## src/rtl/rv_pkg.sv

```systemverilog
package rv_pkg;

    // ------------------------------
    // Widths.
    // ------------------------------
    localparam int XLEN    = 64;
    localparam int INSTR_W = 32;
    localparam int REG_AW  = 5;

    // Fetch increment.
    localparam logic [XLEN-1:0] PC_STEP = XLEN'(4);

    // One instruction word, seen through each encoding format.
    typedef union packed {
        struct packed {
            logic [6:0]        funct7;
            logic [REG_AW-1:0] rs2;
            logic [REG_AW-1:0] rs1;
            logic [2:0]        funct3;
            logic [REG_AW-1:0] rd;
            logic [6:0]        opcode;
        } r;
        struct packed {
            logic [11:0]       imm;
            logic [REG_AW-1:0] rs1;
            logic [2:0]        funct3;
            logic [REG_AW-1:0] rd;
            logic [6:0]        opcode;
        } i;
        struct packed {
            logic [6:0]        imm_hi;
            logic [REG_AW-1:0] rs2;
            logic [REG_AW-1:0] rs1;
            logic [2:0]        funct3;
            logic [4:0]        imm_lo;
            logic [6:0]        opcode;
        } s;
        struct packed {
            logic              imm_12;
            logic [5:0]        imm_10_5;
            logic [REG_AW-1:0] rs2;
            logic [REG_AW-1:0] rs1;
            logic [2:0]        funct3;
            logic [3:0]        imm_4_1;
            logic              imm_11;
            logic [6:0]        opcode;
        } b;
        struct packed {
            logic [19:0]       imm;
            logic [REG_AW-1:0] rd;
            logic [6:0]        opcode;
        } u;
        struct packed {
            logic              imm_20;
            logic [9:0]        imm_10_1;
            logic              imm_11;
            logic [7:0]        imm_19_12;
            logic [REG_AW-1:0] rd;
            logic [6:0]        opcode;
        } j;
    } instr_t;

    // ------------------------------
    // Opcodes.
    // ------------------------------
    localparam logic [6:0] OP_R      = 7'b0110011;
    localparam logic [6:0] OP_IMM    = 7'b0010011;
    localparam logic [6:0] OP_LUI    = 7'b0110111;
    localparam logic [6:0] OP_LOAD   = 7'b0000011;
    localparam logic [6:0] OP_STORE  = 7'b0100011;
    localparam logic [6:0] OP_BRANCH = 7'b1100011;
    localparam logic [6:0] OP_JAL    = 7'b1101111;

    // ------------------------------
    // ALU operations.
    // ------------------------------
    localparam logic [3:0] ALU_ADD  = 4'd0;
    localparam logic [3:0] ALU_SUB  = 4'd1;
    localparam logic [3:0] ALU_AND  = 4'd2;
    localparam logic [3:0] ALU_OR   = 4'd3;
    localparam logic [3:0] ALU_XOR  = 4'd4;
    localparam logic [3:0] ALU_SLL  = 4'd5;
    localparam logic [3:0] ALU_SRL  = 4'd6;
    localparam logic [3:0] ALU_SRA  = 4'd7;
    localparam logic [3:0] ALU_SLT  = 4'd8;
    localparam logic [3:0] ALU_SLTU = 4'd9;

    // Source and result multiplexer selects.
    localparam logic [1:0] SRC_A_PC     = 2'd0;
    localparam logic [1:0] SRC_A_OLD_PC = 2'd1;
    localparam logic [1:0] SRC_A_REG    = 2'd2;

    localparam logic [1:0] SRC_B_REG  = 2'd0;
    localparam logic [1:0] SRC_B_IMM  = 2'd1;
    localparam logic [1:0] SRC_B_STEP = 2'd2;

    localparam logic [1:0] RES_ALU  = 2'd0;
    localparam logic [1:0] RES_MDR  = 2'd1;
    localparam logic [1:0] RES_IMM  = 2'd2;
    localparam logic [1:0] RES_LINK = 2'd3;

    // Immediate formats.
    localparam logic [2:0] IMM_I = 3'd0;
    localparam logic [2:0] IMM_S = 3'd1;
    localparam logic [2:0] IMM_B = 3'd2;
    localparam logic [2:0] IMM_U = 3'd3;
    localparam logic [2:0] IMM_J = 3'd4;

endpackage

```

## src/rtl/rv_control.sv

```systemverilog
`timescale 1ns/1ps

module rv_control (
    input  logic           i_clk,
    input  logic           i_rst_n,
    input  rv_pkg::instr_t i_instr,
    input  logic           i_zero,
    input  logic           i_lt,
    input  logic           i_ltu,
    input  logic           i_mem_done,
    output logic           o_mem_start,
    output logic           o_mem_we,
    output logic           o_pc_we,
    output logic           o_instr_we,
    output logic           o_mdr_we,
    output logic           o_reg_we,
    output logic           o_addr_sel,
    output logic           o_pc_sel,
    output logic [1:0]     o_src_a_sel,
    output logic [1:0]     o_src_b_sel,
    output logic [1:0]     o_res_sel,
    output logic [3:0]     o_alu_op,
    output logic [2:0]     o_imm_sel
);
    import rv_pkg::*;

    localparam logic [2:0] S_FETCH   = 3'd0;
    localparam logic [2:0] S_DECODE  = 3'd1;
    localparam logic [2:0] S_EXECUTE = 3'd2;
    localparam logic [2:0] S_MEM     = 3'd3;
    localparam logic [2:0] S_WB      = 3'd4;

    logic [2:0] s_state;
    logic [2:0] s_next;
    logic       s_busy;
    logic       s_mem_next;
    logic       s_launch;
    logic       s_taken;
    logic       s_alt;
    logic [3:0] s_funct_op;
    logic [6:0] s_opcode;
    logic [2:0] s_funct3;

    assign s_opcode = i_instr.r.opcode;
    assign s_funct3 = i_instr.r.funct3;

    // ------------------------------
    // State and memory handshake.
    // ------------------------------

    // A new access starts on entry to a memory state, or once after reset.
    assign s_mem_next = (s_next == S_FETCH) || (s_next == S_MEM);
    assign s_launch   = s_mem_next && ((s_next != s_state) || (!s_busy && !o_mem_start));

    always_ff @(posedge i_clk or negedge i_rst_n) begin
        if (!i_rst_n) begin
            s_state     <= S_FETCH;
            s_busy      <= 1'b0;
            o_mem_start <= 1'b0;
        end else begin
            s_state     <= s_next;
            o_mem_start <= s_launch;
            if (o_mem_start) begin
                s_busy <= 1'b1;
            end else if (i_mem_done) begin
                s_busy <= 1'b0;
            end
        end
    end

    always_comb begin
        s_next = s_state;
        case (s_state)
            S_FETCH: begin
                if (i_mem_done) begin
                    s_next = S_DECODE;
                end
            end
            S_DECODE: s_next = S_EXECUTE;
            S_EXECUTE: begin
                case (s_opcode)
                    OP_LOAD, OP_STORE: s_next = S_MEM;
                    OP_BRANCH:         s_next = S_FETCH;
                    default:           s_next = S_WB;
                endcase
            end
            S_MEM: begin
                if (i_mem_done) begin
                    s_next = (s_opcode == OP_LOAD) ? S_WB : S_FETCH;
                end
            end
            default: s_next = S_FETCH;
        endcase
    end

    // ------------------------------
    // Decode.
    // ------------------------------

    // Bit 30 picks SUB and SRA; for immediates only the shift uses it.
    assign s_alt = i_instr.r.funct7[5] && ((s_opcode == OP_R) || (s_funct3 == 3'b101));

    always_comb begin
        case (s_funct3)
            3'b000:  s_funct_op = s_alt ? ALU_SUB : ALU_ADD;
            3'b001:  s_funct_op = ALU_SLL;
            3'b010:  s_funct_op = ALU_SLT;
            3'b011:  s_funct_op = ALU_SLTU;
            3'b100:  s_funct_op = ALU_XOR;
            3'b101:  s_funct_op = s_alt ? ALU_SRA : ALU_SRL;
            3'b110:  s_funct_op = ALU_OR;
            default: s_funct_op = ALU_AND;
        endcase
    end

    // Branch condition from the compare flags.
    always_comb begin
        case (s_funct3)
            3'b000:  s_taken = i_zero;
            3'b001:  s_taken = !i_zero;
            3'b100:  s_taken = i_lt;
            3'b101:  s_taken = !i_lt;
            3'b110:  s_taken = i_ltu;
            3'b111:  s_taken = !i_ltu;
            default: s_taken = 1'b0;
        endcase
    end

    always_comb begin
        case (s_opcode)
            OP_STORE:  o_imm_sel = IMM_S;
            OP_BRANCH: o_imm_sel = IMM_B;
            OP_LUI:    o_imm_sel = IMM_U;
            OP_JAL:    o_imm_sel = IMM_J;
            default:   o_imm_sel = IMM_I;
        endcase
        case (s_opcode)
            OP_LOAD: o_res_sel = RES_MDR;
            OP_LUI:  o_res_sel = RES_IMM;
            OP_JAL:  o_res_sel = RES_LINK;
            default: o_res_sel = RES_ALU;
        endcase
    end

    // ------------------------------
    // Datapath controls.
    // ------------------------------
    assign o_mem_we   = (s_state == S_MEM) && (s_opcode == OP_STORE);
    assign o_addr_sel = (s_state == S_MEM);
    assign o_reg_we   = (s_state == S_WB);

    always_comb begin
        o_pc_we     = 1'b0;
        o_instr_we  = 1'b0;
        o_mdr_we    = 1'b0;
        o_pc_sel    = 1'b0;
        // Default is PC plus 4 for the fetch.
        o_src_a_sel = SRC_A_PC;
        o_src_b_sel = SRC_B_STEP;
        o_alu_op    = ALU_ADD;
        case (s_state)
            S_FETCH: begin
                o_instr_we = 1'b1;
                o_pc_we    = i_mem_done;
            end
            S_DECODE: begin
                // Branch or jump target into the ALU-result register.
                o_src_a_sel = SRC_A_OLD_PC;
                o_src_b_sel = SRC_B_IMM;
            end
            S_EXECUTE, S_MEM: begin
                // MEM repeats the address sum so the address holds.
                o_src_a_sel = SRC_A_REG;
                o_src_b_sel = SRC_B_IMM;
                o_pc_sel    = 1'b1;
                case (s_opcode)
                    OP_R: begin
                        o_src_b_sel = SRC_B_REG;
                        o_alu_op    = s_funct_op;
                    end
                    OP_IMM:    o_alu_op = s_funct_op;
                    OP_LOAD:   o_mdr_we = (s_state == S_MEM);
                    OP_BRANCH: begin
                        o_src_b_sel = SRC_B_REG;
                        o_alu_op    = ALU_SUB;
                        o_pc_we     = s_taken;
                    end
                    OP_JAL:    o_pc_we = 1'b1;
                    default:   o_alu_op = ALU_ADD;
                endcase
            end
            default: o_alu_op = ALU_ADD;
        endcase
    end

endmodule

```

## config.mk

```make
export PLATFORM = sky130hd
export DESIGN_NAME = rv_control
export DESIGN_NICKNAME = d
export VERILOG_FILES = /design/src/rtl/rv_pkg.sv /design/src/rtl/rv_control.sv
export SDC_FILE = /design/constraint.sdc
export NUM_CORES = 1
export LEC_CHECK = 0
export BUFFER_PORTS_ARGS = -buffer_cell sky130_fd_sc_hd__buf_2
export CAP_MARGIN = 10
export CORE_MARGIN = 4
export CORE_UTILIZATION = 40
export CTS_CLUSTER_DIAMETER = 200
export DETAILED_ROUTE_END_ITERATION = 12
export PLACE_DENSITY = 0.84
export SYNTH_ARGS = -nofsm -noshare
export SYNTH_HDL_FRONTEND = slang
export SYNTH_SLANG_ARGS = --single-unit
```

## constraint.sdc

```tcl
create_clock -name i_clk -period 2.1 [get_ports i_clk]
set_clock_uncertainty 0.1 [all_clocks]
set_input_delay 0.105 -clock i_clk [delete_from_list [all_inputs] [get_ports i_clk]]
set_output_delay 0.105 -clock i_clk [all_outputs]
set_load 0.02 [all_outputs]
```

==> flow_summary_export.csv, run 1 <==
group,metric,value,unit
synthesis,yosys-top-cells-area,"dfrtp_1 (19%), xor2_1 (6.5%), nor2b_1 (4.6%)",
synthesis,syn_inst,90,
clock_tree,cts_setup_buffers,0,
floorplan,start_util,0.433,
final_layout,drive_gt1_frac,0.373,
placement,io_buffers,37,
final_layout,layout.cells.non_filler,142,
clock_tree,cts-root-buf,"clkbuf_4",
critical_path,max_stage_delay,0.52,ns
synthesis,synth_top_area_share,0.185,
pwr,leakage,0.000450,µW
routing,vias_per_cell,5.50,
grt,grt_util_all_layers,0.159,
critical_path,crit_type,"register to primary output",
outcome,status,"complete, no violations",
timing,setup_violations,0,
synthesis,synth_top_area_cell,"dfrtp_1",
synthesis,syn_avg_cell_area,7.51,µm²
final_layout,final_common_cell,"buf_2",
grt,grt_pass1_wl,3170,µm
timing,timing.fmax,0.533,GHz
timing,hold_ws,0.115,ns
critical_path,critPathRequiredTime,1.89,ns
placement,dpl.hpwl,1450,µm
clock_tree,cts_buffers,3,
grt,grt_pass1_vias,724,
clock_tree,clkLatencyLatePin,0.23,ns
critical_path,path_cells,"nor2b_2, nand4_1, o21ai_0, and2_1, buf_2",
routing,routedWlPerCell,12.7,µm
clock_tree,cts_tree,"done",
run,drv_cap,0,
clock_tree,cts.sinks,5,
grt,grt_max_degree,13,
routing,drc,0,
routing,ant_nets,0,
final_layout,final_cell_mix,"buf_2 (37), nand2_1 (8), nor2_1 (6)",
synthesis,ys_ff_latch,5,
final_layout,nFillCells,154,
synthesis,post_synth_num_cell_types,37,
synthesis,synthFlopType,"dfrtp_1",
timing,final-hold-violation-count,0,
placement,gp_congestion,0.756,
min_path,min_path_type,"input pin to async pin",
timing,setup_tns,0,ns
pwr,ir_worst_vdd,0.648,mV
floorplan,die_h,49.1,µm
timing,slew_viol_final,0,
grt,antenna_found_initial,0,
clock_tree,cts_buffer_depth,2,
synthesis,synth-seq-area-share,0.185,
final_layout,final_nets,165,
routing,drt_pass1_iterations,4,
synthesis,synth_async_sr_flop_share,1.00,
synthesis,synth_nets,128,
clock_tree,cts-htree-levels,1,
placement,dp_cells,137,
clock_tree,clk_pin_slew_worst_paths,0.04,ns
critical_path,arrival,1.67,ns
routing,routed_wl,1810,µm
placement,placed_cell_area,847,µm²
critical_path,endpoint_kind,"primary output",
critical_path,crit_path_max_fanout,12,
floorplan,ios,59,
routing,drt-initial-drc-count,10,
floorplan,fp.dieW,49.1,µm
routing,vias,781,
synthesis,synth_edf_count,0,
timing,slew_headroom,0.760,
critical_path,cpMaxStageDelayCell,"dfrtp_1",
critical_path,cp.buffers_inverters,1,
synthesis,yosys_warnings,0,
pwr,power_density,965,nW/µm²
synthesis,syn_area,676,µm²
final_layout,final_area,886,µm²
timing,fin_crit,1.88,ns
critical_path,crit_path_start_kind,"register",
final_layout,area.growth.synth_to_final,31.1,%
final_layout,diodes,0,
floorplan,row_count,14,
grt,grt.overflow.total,0,
floorplan,core,1560,µm²
timing,rsz0062_at_grt,"no",
timing,tightest_slew,0.360,ns
timing,fin_crit_sh,0.894,
critical_path,cp_top_family,"simple AND/OR/NAND/NOR gates",
floorplan,dieArea,2410,µm²
-- state kept, by name (all words and copies together) (netlist names) --
signal	flops
s_state	3
o_mem_start	1
s_busy	1
-- layout make-up --
cell class	instances	area (µm²)	area share
multi-input cells	75	500	0.565
repair buffers	39	203	0.229
flip-flops and latches	5	125	0.141
clock buffers	4	26.3	0.0297
well taps	16	20.0	0.0226
inverters	3	11.3	0.0127
-- stage by stage --
| step | total power [µW] | utilization | worst slack [ns] |
|---|---|---|---|
| 2_1_floorplan | 586 | - | 0.275 |
| 3_3_place_gp | 729 | 0.543 | 0.359 |
| 3_5_place_dp | 745 | 0.543 | 0.350 |
| 4_1_cts | 857 | 0.567 | 0.0980 |
| 5_1_grt | 935 | 0.568 | 0.0425 |
| 6_report | 855 | 0.568 | 0.223 |
-- metal layers --
| metal | global-route usage | vias to the layer above | share of wire | wire, µm |
|---|---|---|---|---|
| li1 | - | 394 | - | - |
| met1 | 0.199 | 361 | 0.44 | 797 |
| met2 | 0.277 | 26 | 0.49 | 887 |
| met3 | 0.0275 | 0 | 0.066 | 120 |
| met4 | 0.0427 | 0 | 0 | 0 |
| met5 | 0 | - | 0 | 0 |
-- where the power goes --
part	switching, µW	internal (µW)
sequential	67.1	139
combinational	322	222
clock	33.6	71.4
-- synth_stat cells (3+ instances only) --
master and count:
buf_2 3, nand2_1 8, xor2_1 5, mux2i_1 3
dfrtp_1 5, nor3_1 5, nor2_1 6, a21oi_1 5
nor2b_1 5, o21ai_0 5, nor3b_1 4, inv_1 3
-- worst paths after layout --
check                      startpoint     endpoint  slack, ns  cells after the start
max in group asynchronous     i_rst_n   s_state[0]       1.66                      2
setup / recovery           s_state[1]      o_pc_we       0.22                      5
min in group i_clk         i_mem_done       s_busy       0.13                      3
hold reg to reg                s_busy       s_busy       0.37                      1
setup reg to reg           s_state[1]  o_mem_start       0.51                      4
hold / removal                i_rst_n  o_mem_start       0.11                      2
-- repair_timing --
action	CTS	global route
resized for setup	0	1
hold buffers	1	0
endpoints found under the hold margin	5	0
endpoints found under the setup margin	0	4
-- cells by family after synthesis --
family / count (synthesis) / synth area share
simple gates: 48 / 0.417
xor+xnor: 5 / 0.0648
buf+inv: 10 / 0.0778
mux: 3 / 0.0444
flops: 5 / 0.185
compound gates: 19 / 0.211
(Power assumes the default switching activity.)
==> inputs of run 2 (changes only) <==
--- a/config.mk
+++ b/config.mk
@@ -11,7 +11,7 @@
 export CORE_UTILIZATION = 40
 export CTS_CLUSTER_DIAMETER = 200
 export DETAILED_ROUTE_END_ITERATION = 12
-export PLACE_DENSITY = 0.84
+export PLACE_DENSITY = 0.8
 export SYNTH_ARGS = -nofsm -noshare
 export SYNTH_HDL_FRONTEND = slang
 export SYNTH_SLANG_ARGS = --single-unit
==> flow_summary_export.csv, run 2 (synthesis gave the netlist of run 1 again) <==
group,metric,value,unit
outcome,status,"complete, no violations",
critical_path,rrSetupSlack,0.61,ns
pwr,ir_worst_vdd,0.674,mV
routing,drt_pass1_iterations,4,
clock_tree,cts_buffers,3,
final_layout,largest_reg_flops,3,
clock_tree,cts_tree,"done",
routing,routedWlPerCell,12.4,µm
floorplan,ios,59,
final_layout,drive_gt1_frac,0.365,
final_layout,final_cell_mix,"buf_2 (37), nand2_1 (8), nor2_1 (6)",
critical_path,endpoint_kind,"primary output",
grt,grt_util_all_layers,0.153,
timing,hold_ws,0.117,ns
critical_path,crit_type,"register to primary output",
routing,ant_nets,0,
timing,fin_crit_sh,0.860,
placement,io_buffers,37,
timing,tightest_slew,0.331,ns
pwr,leakage,0.000449,µW
final_layout,reg_top3,"s_state: 3 flops, o_mem_start: 1 flops, s_busy: 1 flops",
grt,grt_max_degree,13,
placement,dp_slack,0.542,ns
critical_path,cp_top_family,"flip-flops",
critical_path,critPathRequiredTime,1.89,ns
routing,drc,0,
grt,antenna_found_initial,0,
critical_path,cp.buffers_inverters,2,
placement,gp_congestion,0.753,
clock_tree,cts-root-buf,"clkbuf_4",
pwr,power_density,967,nW/µm²
clock_tree,clkLatencyLatePin,0.24,ns
floorplan,start_util,0.433,
critical_path,r2r_cells,5,
floorplan,core,1560,µm²
timing,timing.fmax,0.554,GHz
grt,grt_pass1_wl,3000,µm
critical_path,arrival,1.60,ns
clock_tree,cts_buffer_depth,2,
grt,grt.overflow.total,0,
grt,grt_pass1_vias,729,
critical_path,r2r-start,"s_state[1]",
final_layout,final_nets,165,
critical_path,path_cells,"nor2b_1, buf_4, nand4_1, o21ai_0, and2_1, buf_2",
final_layout,final_common_cell,"buf_2",
critical_path,crit_path_max_fanout,12,
critical_path,r2r-end,"o_mem_start",
clock_tree,clk_pin_slew_worst_paths,0.04,ns
clock_tree,cts-htree-levels,1,
floorplan,dieArea,2410,µm²
final_layout,diodes,0,
min_path,min_path_type,"input pin to async pin",
clock_tree,cts_setup_buffers,0,
floorplan,fp.dieW,49.1,µm
final_layout,regArea,125,µm²
final_layout,top_register,"s_state",
floorplan,die_h,49.1,µm
critical_path,crit_path_start_kind,"register",
run,drv_cap,0,
final_layout,post-route-util,0.567,
timing,setup_tns,0,ns
timing,slew_headroom,0.779,
routing,routed_wl,1770,µm
clock_tree,cts_resized,0,
clock_tree,cts.sinks,5,
routing,drt-initial-drc-count,9,
final_layout,nFillCells,148,
timing,fin_crit,1.81,ns
critical_path,max_stage_delay,0.52,ns
timing,setup_violations,0,
final_layout,multiInputGateArea,498,µm²
timing,rsz0062_at_grt,"no",
routing,vias_per_cell,5.37,
timing,slew_viol_final,0,
critical_path,worstSetupPathDepth,6,
pwr,power,855,µW
timing,final-hold-violation-count,0,
final_layout,area.growth.synth_to_final,30.7,%
critical_path,cpMaxStageDelayCell,"dfrtp_1",
routing,vias,762,
placement,dpl.hpwl,1350,µm
floorplan,row_count,14,
timing,final.setup.worst_slack,0.294,ns
-- run 2: cell type report --
cell class	count	area share
clock buffer	4	0.0297
inverter	3	0.0127
tap	16	0.0227
sequential	5	0.142
multi-input combinational	75	0.564
timing repair buffer	39	0.229
-- run 2: worst max path at each step --
stage               start     endpoint
2_1_floorplan  s_state[2]  o_alu_op[3]
3_3_place_gp   s_state[1]      o_pc_we
3_5_place_dp   s_state[1]      o_pc_we
4_1_cts        s_state[1]      o_pc_we
5_1_grt        s_state[1]      o_pc_we
6_report       s_state[1]      o_pc_we
-- run 2: repair_timing --
item,4_1_cts,5_1_grt
hold buffers,1,0
endpoints found under the setup margin,0,0
endpoints found under the hold margin,5,0
-- run 2: through the flow --
step | std cells | cell area (µm²)
2_1_floorplan | 90 | 676
3_3_place_gp | 137 | 847
3_5_place_dp | 137 | 847
4_1_cts | 142 | 883
5_1_grt | 142 | 883
6_report | 142 | 883
-- run 2: where the power goes --
part	leakage [µW]	switching, µW	internal (µW)
Sequential	0.0000641	77.5	139
Clock	0.0000150	40.1	71.9
Combinational	0.000370	304	222
Total	0.000449	422	433
-- run 2: metal layers --
layer	up-vias	part of all wire	global-route usage
li1	392	-	-
met1	339	0.44	0.176
met2	31	0.48	0.270
met3	0	0.079	0.0367
met4	0	0	0.0569
met5	-	0	0
